===== src/design/seq_pkg.sv =====
package seq_pkg;

    ////////////////////////////////////////
    // widths
    ////////////////////////////////////////

    localparam int HOST_DATA_WIDTH   = 32; // host write word, narrower fields take the low bits
    localparam int DEF_INDEX_WIDTH   = 2;  // 2 ^ 2 = 4 slots
    localparam int DEF_ADDR_WIDTH    = 32; // src and dst address
    localparam int DEF_SIZE_WIDTH    = 26; // src and dst size
    localparam int DEF_PROFILE_WIDTH = 32; // run counter per slot

    ////////////////////////////////////////
    // sequencer state
    ////////////////////////////////////////

    // one state per slave phase, plus the idle state where the host owns the table
    typedef enum logic [2:0] {
        shutdown = 3'd0, // idle, host may fill and read the table
        reprog   = 3'd1, // slave reprograms from the current slot
        init     = 3'd2, // slave initializes
        trigger  = 3'd3, // ask slave to start executing
        wait_fin = 3'd4  // slave busy until exec_done
    } seq_state_t;

    ////////////////////////////////////////
    // host command
    ////////////////////////////////////////

    typedef enum logic [1:0] {
        cmd_clear    = 2'b00, // stop and zero the slot counter
        cmd_shutdown = 2'b01, // stop, counter kept
        cmd_start    = 2'b10  // run from slot 0, only from shutdown
    } seq_cmd_t;              // 2'b11 is ignored

    ////////////////////////////////////////
    // field select for host writes
    ////////////////////////////////////////

    typedef enum logic [2:0] {
        fld_src_addr = 3'd0,
        fld_src_size = 3'd1,
        fld_dst_addr = 3'd2,
        fld_dst_size = 3'd3,
        fld_profile  = 3'd4  // host may preset the run counter
    } slot_field_t;

endpackage


===== src/design/slot_table.sv =====
module slot_table #(
    parameter int INDEX_WIDTH   = seq_pkg::DEF_INDEX_WIDTH,
    parameter int ADDR_WIDTH    = seq_pkg::DEF_ADDR_WIDTH,
    parameter int SIZE_WIDTH    = seq_pkg::DEF_SIZE_WIDTH,
    parameter int PROFILE_WIDTH = seq_pkg::DEF_PROFILE_WIDTH
) (
    input  logic                                clk,
    input  logic                                reset,
    // write side
    input  logic                                wr_en,    // host write, already gated
    input  logic [INDEX_WIDTH-1:0]              wr_index,
    input  seq_pkg::slot_field_t                wr_field,
    input  logic [seq_pkg::HOST_DATA_WIDTH-1:0] wr_data,
    input  logic                                prof_inc, // bump profile of slot wr_index
    // read side
    input  logic [INDEX_WIDTH-1:0]              rd_index,
    output logic [ADDR_WIDTH-1:0]               src_addr,
    output logic [SIZE_WIDTH-1:0]               src_size,
    output logic [ADDR_WIDTH-1:0]               dst_addr,
    output logic [SIZE_WIDTH-1:0]               dst_size,
    output logic [PROFILE_WIDTH-1:0]            profile
);

    localparam int SLOTS = 1 << INDEX_WIDTH;

    ////////////////////////////////////////
    // slot storage, one array per field
    ////////////////////////////////////////

    logic [ADDR_WIDTH-1:0]    src_addr_mem [SLOTS];
    logic [SIZE_WIDTH-1:0]    src_size_mem [SLOTS];
    logic [ADDR_WIDTH-1:0]    dst_addr_mem [SLOTS];
    logic [SIZE_WIDTH-1:0]    dst_size_mem [SLOTS];
    logic [PROFILE_WIDTH-1:0] prof_mem     [SLOTS];

    always_ff @(posedge clk or negedge reset) begin
        if (!reset) begin
            for (int i = 0; i < SLOTS; i++) begin // whole table reads zero after reset
                src_addr_mem[i] <= '0;
                src_size_mem[i] <= '0;
                dst_addr_mem[i] <= '0;
                dst_size_mem[i] <= '0;
                prof_mem[i]     <= '0;
            end
        end else if (prof_inc) begin
            // only in reprog, host writes are refused then
            prof_mem[wr_index] <= prof_mem[wr_index] + PROFILE_WIDTH'(1);
        end else if (wr_en) begin
            case (wr_field)
                seq_pkg::fld_src_addr: src_addr_mem[wr_index] <= wr_data[ADDR_WIDTH-1:0];
                seq_pkg::fld_src_size: src_size_mem[wr_index] <= wr_data[SIZE_WIDTH-1:0];
                seq_pkg::fld_dst_addr: dst_addr_mem[wr_index] <= wr_data[ADDR_WIDTH-1:0];
                seq_pkg::fld_dst_size: dst_size_mem[wr_index] <= wr_data[SIZE_WIDTH-1:0];
                seq_pkg::fld_profile:  prof_mem[wr_index]     <= wr_data[PROFILE_WIDTH-1:0];
                default: begin
                    // unused select codes write nothing
                end
            endcase
        end
    end

    ////////////////////////////////////////
    // asynchronous read
    ////////////////////////////////////////

    assign src_addr = src_addr_mem[rd_index];
    assign src_size = src_size_mem[rd_index];
    assign dst_addr = dst_addr_mem[rd_index];
    assign dst_size = dst_size_mem[rd_index];
    assign profile  = prof_mem[rd_index];     // pre-increment value during reprog

endmodule


===== src/design/seq_control.sv =====
module seq_control #(
    parameter int INDEX_WIDTH = seq_pkg::DEF_INDEX_WIDTH
) (
    input  logic                   clk,
    input  logic                   reset,
    // host control
    input  seq_pkg::seq_cmd_t      cmd,
    input  logic                   cmd_set,
    input  logic [INDEX_WIDTH-1:0] end_cnt_in,
    input  logic                   end_cnt_set,
    // slave acknowledges, one-cycle pulses
    input  logic                   reprog_ack,
    input  logic                   init_done,
    input  logic                   exec_ack,
    input  logic                   exec_done,
    // status
    output seq_pkg::seq_state_t    state,
    output logic [INDEX_WIDTH-1:0] main_cnt,  // current slot
    output logic [INDEX_WIDTH-1:0] end_cnt,   // last slot of a run
    // slave requests, level for the whole phase
    output logic                   reprog_req,
    output logic                   init_req,
    output logic                   exec_req,
    output logic                   prof_inc   // to the table
);

    logic is_idle;   // host owns the table
    logic do_clear;
    logic do_halt;
    logic do_start;
    logic cmd_hit;   // a command that changes something this cycle
    logic last_slot;

    ////////////////////////////////////////
    // command decoder
    ////////////////////////////////////////

    assign is_idle   = (state == seq_pkg::shutdown);
    assign do_clear  = cmd_set && (cmd == seq_pkg::cmd_clear);
    assign do_halt   = cmd_set && (cmd == seq_pkg::cmd_shutdown);
    assign do_start  = cmd_set && (cmd == seq_pkg::cmd_start) && is_idle; // start ignored while running
    assign cmd_hit   = do_clear || do_halt || do_start;   // ignored codes leave the fsm alone
    assign last_slot = (main_cnt == end_cnt);

    ////////////////////////////////////////
    // sequencer fsm and slot counter
    ////////////////////////////////////////

    always_ff @(posedge clk or negedge reset) begin
        if (!reset) begin
            state    <= seq_pkg::shutdown;
            main_cnt <= '0;
        end else if (cmd_hit) begin
            // host commands win over any ack in the same cycle
            if (do_start) begin
                state    <= seq_pkg::reprog;
                main_cnt <= '0;
            end else begin
                state <= seq_pkg::shutdown;
                if (do_clear) begin
                    main_cnt <= '0;
                end
            end
        end else begin
            case (state)
                seq_pkg::reprog: begin
                    if (reprog_ack) state <= seq_pkg::init;
                end
                seq_pkg::init: begin
                    if (init_done) state <= seq_pkg::trigger;
                end
                seq_pkg::trigger: begin
                    if (exec_ack) state <= seq_pkg::wait_fin;
                end
                seq_pkg::wait_fin: begin
                    if (exec_done) begin
                        if (last_slot) begin          // run complete
                            state    <= seq_pkg::shutdown;
                            main_cnt <= '0;
                        end else begin                // next slot
                            state    <= seq_pkg::reprog;
                            main_cnt <= main_cnt + INDEX_WIDTH'(1);
                        end
                    end
                end
                default: begin
                    // shutdown waits for a start
                end
            endcase
        end
    end

    ////////////////////////////////////////
    // end count, host loads it while idle
    ////////////////////////////////////////

    always_ff @(posedge clk or negedge reset) begin
        if (!reset) begin
            end_cnt <= '0;
        end else if (end_cnt_set && is_idle) begin
            end_cnt <= end_cnt_in;
        end
    end

    // requests straight from the state
    assign reprog_req = (state == seq_pkg::reprog);
    assign init_req   = (state == seq_pkg::init);
    assign exec_req   = (state == seq_pkg::trigger);

    // once per visit, on the edge that leaves reprog
    assign prof_inc = reprog_req && reprog_ack && !cmd_hit;

endmodule


===== src/design/host_port.sv =====
module host_port #(
    parameter int INDEX_WIDTH = seq_pkg::DEF_INDEX_WIDTH
) (
    input  seq_pkg::seq_state_t    state,
    input  logic [INDEX_WIDTH-1:0] main_cnt,  // slot the sequencer is on
    // host write request
    input  logic [INDEX_WIDTH-1:0] wr_index,
    input  logic                   wr_set,
    // host read request
    input  logic [INDEX_WIDTH-1:0] rd_index,
    input  logic                   rd_req,
    // host side answers
    output logic                   wr_accept,
    output logic                   rd_ready,
    // table side
    output logic [INDEX_WIDTH-1:0] tbl_index, // shared write and read index
    output logic                   tbl_wr_en
);

    logic                   host_owns;   // table belongs to the host
    logic [INDEX_WIDTH-1:0] host_index;

    ////////////////////////////////////////
    // table ownership
    ////////////////////////////////////////

    assign host_owns = (state == seq_pkg::shutdown);

    // one index into the table, a host write takes it over a host read
    assign host_index = wr_set ? wr_index : rd_index;

    // while running the slave sees the current slot
    assign tbl_index = host_owns ? host_index : main_cnt;

    ////////////////////////////////////////
    // host strobes
    ////////////////////////////////////////

    assign tbl_wr_en = host_owns && wr_set; // refused during a run
    assign wr_accept = tbl_wr_en;            // same cycle as the table write
    assign rd_ready  = host_owns && rd_req;  // low whenever the sequencer runs

endmodule


===== src/design/magic_seq_top.sv =====
module magic_seq_top #(
    parameter int INDEX_WIDTH   = seq_pkg::DEF_INDEX_WIDTH,
    parameter int ADDR_WIDTH    = seq_pkg::DEF_ADDR_WIDTH,
    parameter int SIZE_WIDTH    = seq_pkg::DEF_SIZE_WIDTH,
    parameter int PROFILE_WIDTH = seq_pkg::DEF_PROFILE_WIDTH
) (
    input  logic                                clk,
    input  logic                                reset,
    // host table write
    input  logic [INDEX_WIDTH-1:0]              wr_index,
    input  seq_pkg::slot_field_t                wr_field,
    input  logic [seq_pkg::HOST_DATA_WIDTH-1:0] wr_data,
    input  logic                                wr_set,
    output logic                                wr_accept,
    // host table read
    input  logic [INDEX_WIDTH-1:0]              rd_index,
    input  logic                                rd_req,
    output logic                                rd_ready,
    // host control
    input  seq_pkg::seq_cmd_t                   cmd,
    input  logic                                cmd_set,
    input  logic [INDEX_WIDTH-1:0]              end_cnt_in,
    input  logic                                end_cnt_set,
    output seq_pkg::seq_state_t                 state,
    output logic [INDEX_WIDTH-1:0]              main_cnt,
    output logic [INDEX_WIDTH-1:0]              end_cnt,
    // slave dma handshake
    output logic                                reprog_req,
    input  logic                                reprog_ack,
    output logic                                init_req,
    input  logic                                init_done,
    output logic                                exec_req,
    input  logic                                exec_ack,
    input  logic                                exec_done,
    // slot fields, shared by host read and slave
    output logic [ADDR_WIDTH-1:0]               src_addr,
    output logic [SIZE_WIDTH-1:0]               src_size,
    output logic [ADDR_WIDTH-1:0]               dst_addr,
    output logic [SIZE_WIDTH-1:0]               dst_size,
    output logic [PROFILE_WIDTH-1:0]            profile
);

    logic [INDEX_WIDTH-1:0] tbl_index; // host index in shutdown, main_cnt otherwise
    logic                   tbl_wr_en;
    logic                   prof_inc;

    ////////////////////////////////////////
    // sequencer
    ////////////////////////////////////////

    seq_control #(
        .INDEX_WIDTH (INDEX_WIDTH)
    ) u_ctrl (
        .clk         (clk),
        .reset       (reset),
        .cmd         (cmd),
        .cmd_set     (cmd_set),
        .end_cnt_in  (end_cnt_in),
        .end_cnt_set (end_cnt_set),
        .reprog_ack  (reprog_ack),
        .init_done   (init_done),
        .exec_ack    (exec_ack),
        .exec_done   (exec_done),
        .state       (state),
        .main_cnt    (main_cnt),
        .end_cnt     (end_cnt),
        .reprog_req  (reprog_req),
        .init_req    (init_req),
        .exec_req    (exec_req),
        .prof_inc    (prof_inc)
    );

    ////////////////////////////////////////
    // host access arbitration
    ////////////////////////////////////////

    host_port #(
        .INDEX_WIDTH (INDEX_WIDTH)
    ) u_host (
        .state       (state),
        .main_cnt    (main_cnt),
        .wr_index    (wr_index),
        .wr_set      (wr_set),
        .rd_index    (rd_index),
        .rd_req      (rd_req),
        .wr_accept   (wr_accept),
        .rd_ready    (rd_ready),
        .tbl_index   (tbl_index),
        .tbl_wr_en   (tbl_wr_en)
    );

    ////////////////////////////////////////
    // slot table
    ////////////////////////////////////////

    slot_table #(
        .INDEX_WIDTH   (INDEX_WIDTH),
        .ADDR_WIDTH    (ADDR_WIDTH),
        .SIZE_WIDTH    (SIZE_WIDTH),
        .PROFILE_WIDTH (PROFILE_WIDTH)
    ) u_table (
        .clk      (clk),
        .reset    (reset),
        .wr_en    (tbl_wr_en),
        .wr_index (tbl_index),  // one shared index for writes and reads
        .wr_field (wr_field),
        .wr_data  (wr_data),
        .prof_inc (prof_inc),
        .rd_index (tbl_index),
        .src_addr (src_addr),
        .src_size (src_size),
        .dst_addr (dst_addr),
        .dst_size (dst_size),
        .profile  (profile)
    );

endmodule


===== config.mk =====
export PLATFORM = sky130hd
export DESIGN_NAME = magic_seq_top
export DESIGN_NICKNAME = d
export VERILOG_FILES = /design/src/design/seq_pkg.sv /design/src/design/slot_table.sv /design/src/design/seq_control.sv /design/src/design/host_port.sv /design/src/design/magic_seq_top.sv
export SDC_FILE = /design/constraint.sdc
export NUM_CORES = 1
export LEC_CHECK = 0
export ABC_CLOCK_PERIOD_IN_PS = 4000
export BUFFER_PORTS_ARGS = -buffer_cell sky130_fd_sc_hd__clkbuf_2
export CAP_MARGIN = 0
export CORE_ASPECT_RATIO = 0.9
export CORE_MARGIN = 5
export CORE_UTILIZATION = 50
export DETAILED_ROUTE_END_ITERATION = 7
export GPL_TIMING_DRIVEN = 0
export PLACE_DENSITY = 0.71
export SLEW_MARGIN = 5
export SYNTH_ARGS = -nofsm -noshare
export SYNTH_HDL_FRONTEND = slang
export SYNTH_SLANG_ARGS = --single-unit

===== constraint.sdc =====
create_clock -name clk -period 4 [get_ports clk]
set_clock_uncertainty 0.15 [all_clocks]
set_input_delay 0.6 -clock clk [delete_from_list [all_inputs] [get_ports clk]]
set_output_delay 0.6 -clock clk [all_outputs]
set_load 0.01 [all_outputs]

Word level (Yosys, flattened, before mapping)
Index checks and enable logic that the tools add are counted.
{"block": "classes", "addsub": 2, "n_lt_le_gt_ge": 2, "n_eq_ne": 16, "n_mux": 44, "bitwise": 2, "reduce_logical": 28}
{"op": "bitwise mux 128 bit", "n": 4}
{"op": "2-to-1 mux 128 bit", "n": 3}
{"op": "2-to-1 mux 32 bit", "n": 7}
{"op": "bitwise mux 104 bit", "n": 2}
{"op": "binary-select mux 32 bit (select 2 bit)", "n": 3}
{"op": "2-to-1 mux 26 bit", "n": 5}
{"op": "binary-select mux 26 bit (select 2 bit)", "n": 2}
{"op": "demux 32 bit (select 2 bit)", "n": 1}
{"op": "demux 26 bit (select 2 bit)", "n": 1}
{"op": "adder 32 x 1 -> 32 bit (second input constant)", "n": 1}
{"op": "2-to-1 mux 2 bit", "n": 8}
{"op": "2-to-1 mux 3 bit", "n": 5}
{"op": "AND reduction 3 bit", "n": 5}
{"op": "equality test 3 x 2 -> 1 bit (second input constant)", "n": 4}
{"op": "case mux 3 bit (4 select lines)", "n": 1}
{"op": "logical AND 1 bit", "n": 10}
{"op": "!= test 3 x 1 -> 1 bit (second input constant)", "n": 3}
{"op": "nonzero test 2 bit", "n": 4}
{"op": "equality test 3 x 1 -> 1 bit (second input constant)", "n": 2}
{"op": "equality test 3 bit (second input constant)", "n": 2}
{"op": "logical NOT 3 bit", "n": 2}
{"op": "AND reduction 5 bit", "n": 1}
{"op": "nonzero test 5 bit", "n": 1}
{"op": "greater-or-equal comparator 3 bit (second input constant)", "n": 1}
{"op": "14 further kinds", "n": 16}
{"block": "totals", "register_bits": 599, "in_bits": 53, "out_inout_bits": 160, "elab_cells": 117}

Longest topological paths before layout
{"block": "logic_depth", "word_depth": 11, "ltp_mapped": 17}

Modules after synthesis
A second synthesis with hierarchy kept.
{"block": "unflattened", "cells_unflattened": 1909, "hier_area_um2": 27925.5}
{"module": "slot_table", "instances": 1, "cells_per_inst": 1843, "area_per_inst_um2": 27281.2, "seq_area_each_um2": 14814.2}
{"module": "seq_control", "instances": 1, "cells_per_inst": 58, "area_per_inst_um2": 558.0, "seq_area_each_um2": 175.2}
{"module": "host_port", "instances": 1, "cells_per_inst": 8, "area_per_inst_um2": 86.3, "seq_area_each_um2": 0.0}

Worst setup path before layout
Ideal clock, no wire load.
{"block": "synth_timing", "path_kind": "input to register", "start": "input wr_set", "end": "register u_table.prof_mem[28] (netlist bit)", "arrival_time_ps": 4184, "slack_ps": -424, "cell_stages": 15, "path_buffers": 4, "path_cell_list": "mux2_2 mux2i_1 buf_2 buf_2 buf_2 clkbuf_1 nand2_1 a31oi_1 ha_1 nand2_1 o22ai_4 o21ai_2 nor4_1 mux2_2 o221ai_1"}
{"item": "start, declared", "line_no": "magic_seq_top.sv:13", "text": "input logic wr_set,"}
{"item": "2-to-1 mux 2 bit", "line_no": "host_port.sv:30", "text": "assign host_index = wr_set ? wr_index : rd_index;"}
{"item": "2-to-1 mux 2 bit", "line_no": "host_port.sv:33", "text": "assign tbl_index = host_owns ? host_index : main_cnt;"}
{"item": "inverter 2 -> 3 bit"}
{"item": "binary-select mux 32 bit (select 2 bit)"}
{"item": "2-to-1 mux 32 bit (2 in a row)"}
{"item": "via profile[0]", "line_no": "magic_seq_top.sv:40", "text": "output logic [PROFILE_WIDTH-1:0] profile"}
{"item": "adder 32 x 1 -> 32 bit", "line_no": "slot_table.sv:47", "text": "prof_mem[wr_index] <= prof_mem[wr_index] + PROFILE_WIDTH'(1);"}
{"item": "bitwise mux 128 bit", "line_no": "slot_table.sv:47"}
{"item": "2-to-1 mux 128 bit", "line_no": "slot_table.sv:45", "text": "end else if (prof_inc) begin"}
{"item": "end signal, assigned by index", "line_no": "slot_table.sv:47"}
{"item": "end signal, assigned by index", "line_no": "slot_table.sv:54", "text": "seq_pkg::fld_profile: prof_mem[wr_index] <= wr_data[PROFILE_WIDTH-1:0];"}
{"item": "end, declared", "line_no": "slot_table.sv:34", "text": "logic [PROFILE_WIDTH-1:0] prof_mem [SLOTS];"}
The timed path passes the listed nets, and every way through them passes these cells. The select of a mux whose other input is x is not followed.
A chain may end at the register's enable or synchronous reset.

Worst setup path after layout
{"block": "layout_timing", "start": "register u_ctrl.state[0]", "end": "output profile[0]"}
{"block": "layout_via", "elab_chain_len": 6}
{"item": "start, declared", "line_no": "seq_control.sv:17", "text": "output seq_pkg::seq_state_t state,"}
{"item": "start signal, assigned", "line_no": "seq_control.sv:51", "text": "state <= seq_pkg::shutdown;"}
{"item": "start signal, assigned", "line_no": "seq_control.sv:56", "text": "state <= seq_pkg::reprog;"}
{"item": "start signal, assigned", "line_no": "seq_control.sv:59", "text": "state <= seq_pkg::shutdown;"}
{"item": "logical NOT 3 bit", "line_no": "host_port.sv:27", "text": "assign host_owns = (state == seq_pkg::shutdown);"}
{"item": "2-to-1 mux 2 bit", "line_no": "host_port.sv:33"}
{"item": "inverter 2 -> 3 bit (implied by the code)", "line_no": "slot_table.sv:70", "text": "assign profile = prof_mem[rd_index];"}
{"item": "binary-select mux 32 bit (select 2 bit)", "line_no": "slot_table.sv:70"}
{"item": "2-to-1 mux 32 bit (implied by the code) (2 in a row)", "line_no": "slot_table.sv:70"}
{"item": "end, declared", "line_no": "magic_seq_top.sv:40"}
No other way between the ends. The select of a mux whose other input is x is not followed.

==> impl_metrics.csv <==
group,metric,value,unit
status,status,"finished, final reports clean",
critical_path,slowest_delay,400,ps
clock_network,cts_root_buf,"clkbuf_16",
critical_path,r2r_cells,16,
clock_network,htreeDepth,3,
critical_path,critPathRequiredTime,3250,ps
global_routing,grt_usage,30.1,%
logic_synthesis,synthSimpleGateAreaFrac,15.7,%
logic_synthesis,syn_inst,2771,
timing,finalCritPeriodShare,99.5,%
logic_synthesis,synth_cell_types,62,
floorplanning,ios,213,
placement,place_area,0.0313,mm^2
cells_and_area,num-fill-cells,4451,
logic_synthesis,yosys_register_bits,599,
route,dr.pass1.iters,8,
cells_and_area,nets,3142,
global_routing,grt_pass1_wl,148000,um
timing,max_slew_margin,25.1,%
critical_path,critPathArrivalTime,3230,ps
logic_synthesis,yosys-top-cells-area,"dfrtp_1 52%, mux2_2 19%, nand2_1 9.2%",
cells_and_area,final_layout_size_suffix_gt1_share,34.2,%
critical_path,worstPathCellList,"buf_6 > or3_4 > o21ai_4 > buf_4 > buf_4 > buf_2 > buf_4 > a31oi_4 > buf_4 > buf_4 > clkbuf_2",
logic_synthesis,synthAdderAreaFrac,0.0431,%
logic_synthesis,synth_compound_area_share,7.62,%
clock_network,cts_tree,"built",
logic_synthesis,synthArstFlopShare,100,%
timing,max_freq,0.251,GHz
global_routing,antenna_found_initial,2,
pwr,power_density,896,mW/mm^2
placement,place_inst,3753,
timing,grt_setup_unrepaired,"yes",
timing,fin_ws,19.6,ps
cells_and_area,area_growth,21.9,%
cells_and_area,fin_area,0.0354,mm^2
global_routing,grt.overflow.total,0,
timing,setup_viol,0,
cells_and_area,fin_cells,3899,
critical_path,cp-start-kind,"flop",
cells_and_area,final_core_util,61.8,%
floorplanning,core,0.0572,mm^2
critical_path,r2r_start,"u_ctrl.state[0]",
flow_run,cap_violations,0,
critical_path,r2r_slack,40,ps
logic_synthesis,syn_area_per_cell,10.5,um^2
timing,worst_slew_pin_slew,1120,ps
logic_synthesis,synth.area.mux_share,21.1,%
timing,hold_viol,0,
floorplanning,rows,83,
logic_synthesis,synth_top_area_share,51.7,%
clock_network,worstSkewPairLatency,610,ps
clock_network,cts.sinks,599,
logic_synthesis,syn-cell-area,0.0290,mm^2
clock_network,numCtsBuffers,66,
logic_synthesis,synth_area_leader_cell,"dfrtp_1",
floorplanning,initial_utilization,50.7,%
critical_path,worstSetupPathType,"reg2out",
floorplanning,fp.dieW,264,um
pwr,leakage,16.3,nW
critical_path,slowest_stage,"dfrtp_1",
logic_synthesis,synth_top_family_by_area,"multiplexers",
placement,post-place-ws,-1980,ps
clock_network,path_clk_slew,60,ps
logic_synthesis,yosysSeqAreaShare,51.7,%
pwr,ir_drop,0.649,mV
critical_path,cp-end-kind,"output pin",
floorplanning,die_h,238,um
global_routing,grt_max_degree,106,
route,drt_iter0_drc,2470,
clock_network,cts_buffer_depth,3,
timing,min_period,3980,ps
hold_path,hp-class,"in2reg",
route,routed_wl,97800,um
timing,drv_slew,0,
placement,gp_congestion,0.957,
critical_path,worstReg2RegEnd,"u_table.prof_mem[82]",
route,post_drt_wl_per_cell,25.1,um
floorplanning,die_area,0.0629,mm^2
hold_path,hold_depth,2,
timing,fin_hold_ws,87.6,ps
placement,portBuffers,211,
route,vias,24008,
hold_path,hold_path_end,"u_ctrl.end_cnt[0]",
placement,dp_hpwl,67600,um
global_routing,grt_pass1_vias,24417,
critical_path,path_max_fanout,10,
logic_synthesis,syn_nets,2825,
logic_synthesis,synth_edf_count,0,
logic_synthesis,ys_warn_count,0,
route,via_per_inst,6.16,
route,drc,0,
route,ant_nets,0,
logic_synthesis,synthXorXnorAreaFrac,0.785,%
critical_path,worst_path_most_repeated_cell,"buf_4",
logic_synthesis,synthFlopType,"dfrtp_1",
hold_path,min-delay-start,"end_cnt_in[0]",
## cell usage after synthesis, drive strengths merged (3+ instances only)
master	count
nor4	5
or4	5
nand3	44
a31oi	135
inv	6
nor2	73
xor2	7
dfrtp	599
nor3b	5
o211ai	9
o31ai	19
mux2	479
buf	80
mux2i	72
and2	5
o2111ai	3
o21a	4
and3	138
a21oi	35
a221o	3
a311oi	5
nor3	17
nand2b	4
o221ai	24
or3	3
nand2	712
xnor2	19
nand4	19
clkbuf	126
o21ai	93
## layer usage
metal | part of all wire (%) | track usage, %
met5 | 0.0092 | 0
met4 | 5.0 | 12.6
met3 | 8.2 | 6.71
met2 | 47 | 49.3
met1 | 40 | 39.3
## repair_timing
item | CTS | global route
pin swaps | 14 | 4
endpoints found under the hold margin | 56 | 0
hold buffers | 1 | 0
endpoints found under the setup margin | 523 | 170
buffers inserted | 21 | 10
resized for setup | 327 | 81
gates cloned | 3 | 3
## worst max path at each step
stage,start,end,slack (ps),depth (start not counted)
after floorplan,u_ctrl.state[0],u_table.prof_mem[50],0.6,17
after detailed placement,wr_set,src_addr[2],-1980,13
after global placement,reset,u_table.src_size_mem[34],-11180,1
after global routing,u_ctrl.state[0],src_addr[16],-30,13
final,u_ctrl.state[0],profile[0],20,11
after CTS,u_ctrl.state[0],src_addr[4],-5,12
## worst max-delay path: cells and delay by family, from the launching register on
family	cells	cell delay (ps)
AND/OR/NAND/NOR	1	380
AO/OA/AOI/OAI	2	310
buffers and inverters	8	1530
flip-flops	1	400
## cell type report
| cell class | count | area [um^2] | area share, % |
|---|---|---|---|
| Timing Repair Buffer | 255 | 1590 | 4.51 |
| Inverter | 6 | 22.5 | 0.0637 |
| Multi-Input combinational cell | 1960 | 13900 | 39.4 |
| Tap cell | 765 | 957 | 2.71 |
| Antenna cell | 1 | 2.50 | 0.00708 |
| Sequential cell | 599 | 15000 | 42.4 |
| Clock buffer | 98 | 1990 | 5.64 |
| Clock inverter | 15 | 206 | 0.584 |
| Buffer | 200 | 1640 | 4.64 |
## cells in the final DEF, fill, tap and decap left out, types with 8 or more instances in the layout
| cell | instances |
|---|---|
| a21oi_1 | 35 |
| a31oi_1 | 72 |
| a31oi_2 | 37 |
| a31oi_4 | 26 |
| and3_1 | 124 |
| and3_4 | 14 |
| buf_1 | 13 |
| buf_12 | 10 |
| buf_2 | 36 |
| buf_4 | 43 |
| buf_6 | 20 |
| clkbuf_1 | 74 |
| clkbuf_16 | 80 |
| clkbuf_2 | 210 |
| clkbuf_4 | 14 |
| clkbuf_8 | 40 |
| dfrtp_1 | 598 |
| mux2_2 | 475 |
| mux2i_1 | 69 |
| nand2_1 | 709 |
| nand3_1 | 44 |
| nand4_1 | 19 |
| nor2_1 | 72 |
| nor3_1 | 14 |
| o21ai_0 | 82 |
| o21ai_1 | 8 |
| o221ai_1 | 22 |
| o31ai_1 | 18 |
| xnor2_1 | 18 |
## power by group
part / total [mW] / internal (mW) / switching (mW)
clock network: 6.18 / 3.66 / 2.52
registers: 10.2 / 8.51 / 1.65
logic: 15.3 / 6.60 / 8.73
total: 31.7 / 18.8 / 12.9
## cells by family (layout without fill, tap and decap cells)
kind of cell / after synthesis / after routing
mux: 551 / 551
fa+ha+maj: 1 / 1
buf+inv: 212 / 574
xor+xnor: 26 / 26
other cells: 0 / 1
flops: 599 / 599
compound gates: 342 / 342
simple gates: 1040 / 1040
## registers in the layout (all words and copies together), names as in the netlist
signal and flops:
u_ctrl.main_cnt 2, u_table.src_size_mem 104, u_ctrl.end_cnt 2, u_ctrl.state 3, u_table.src_addr_mem 128, u_table.dst_addr_mem 128
u_table.dst_size_mem 104, u_table.prof_mem 128
## stage by stage
stage	power, mW	setup TNS (ps)
after floorplan	17.6	0
after global placement	22.5	-6942250
after detailed placement	22.9	-337200
after CTS	31.1	-5.48
after global routing	33.2	-423
final	31.7	0
Power figures use the tool's default switching activity.
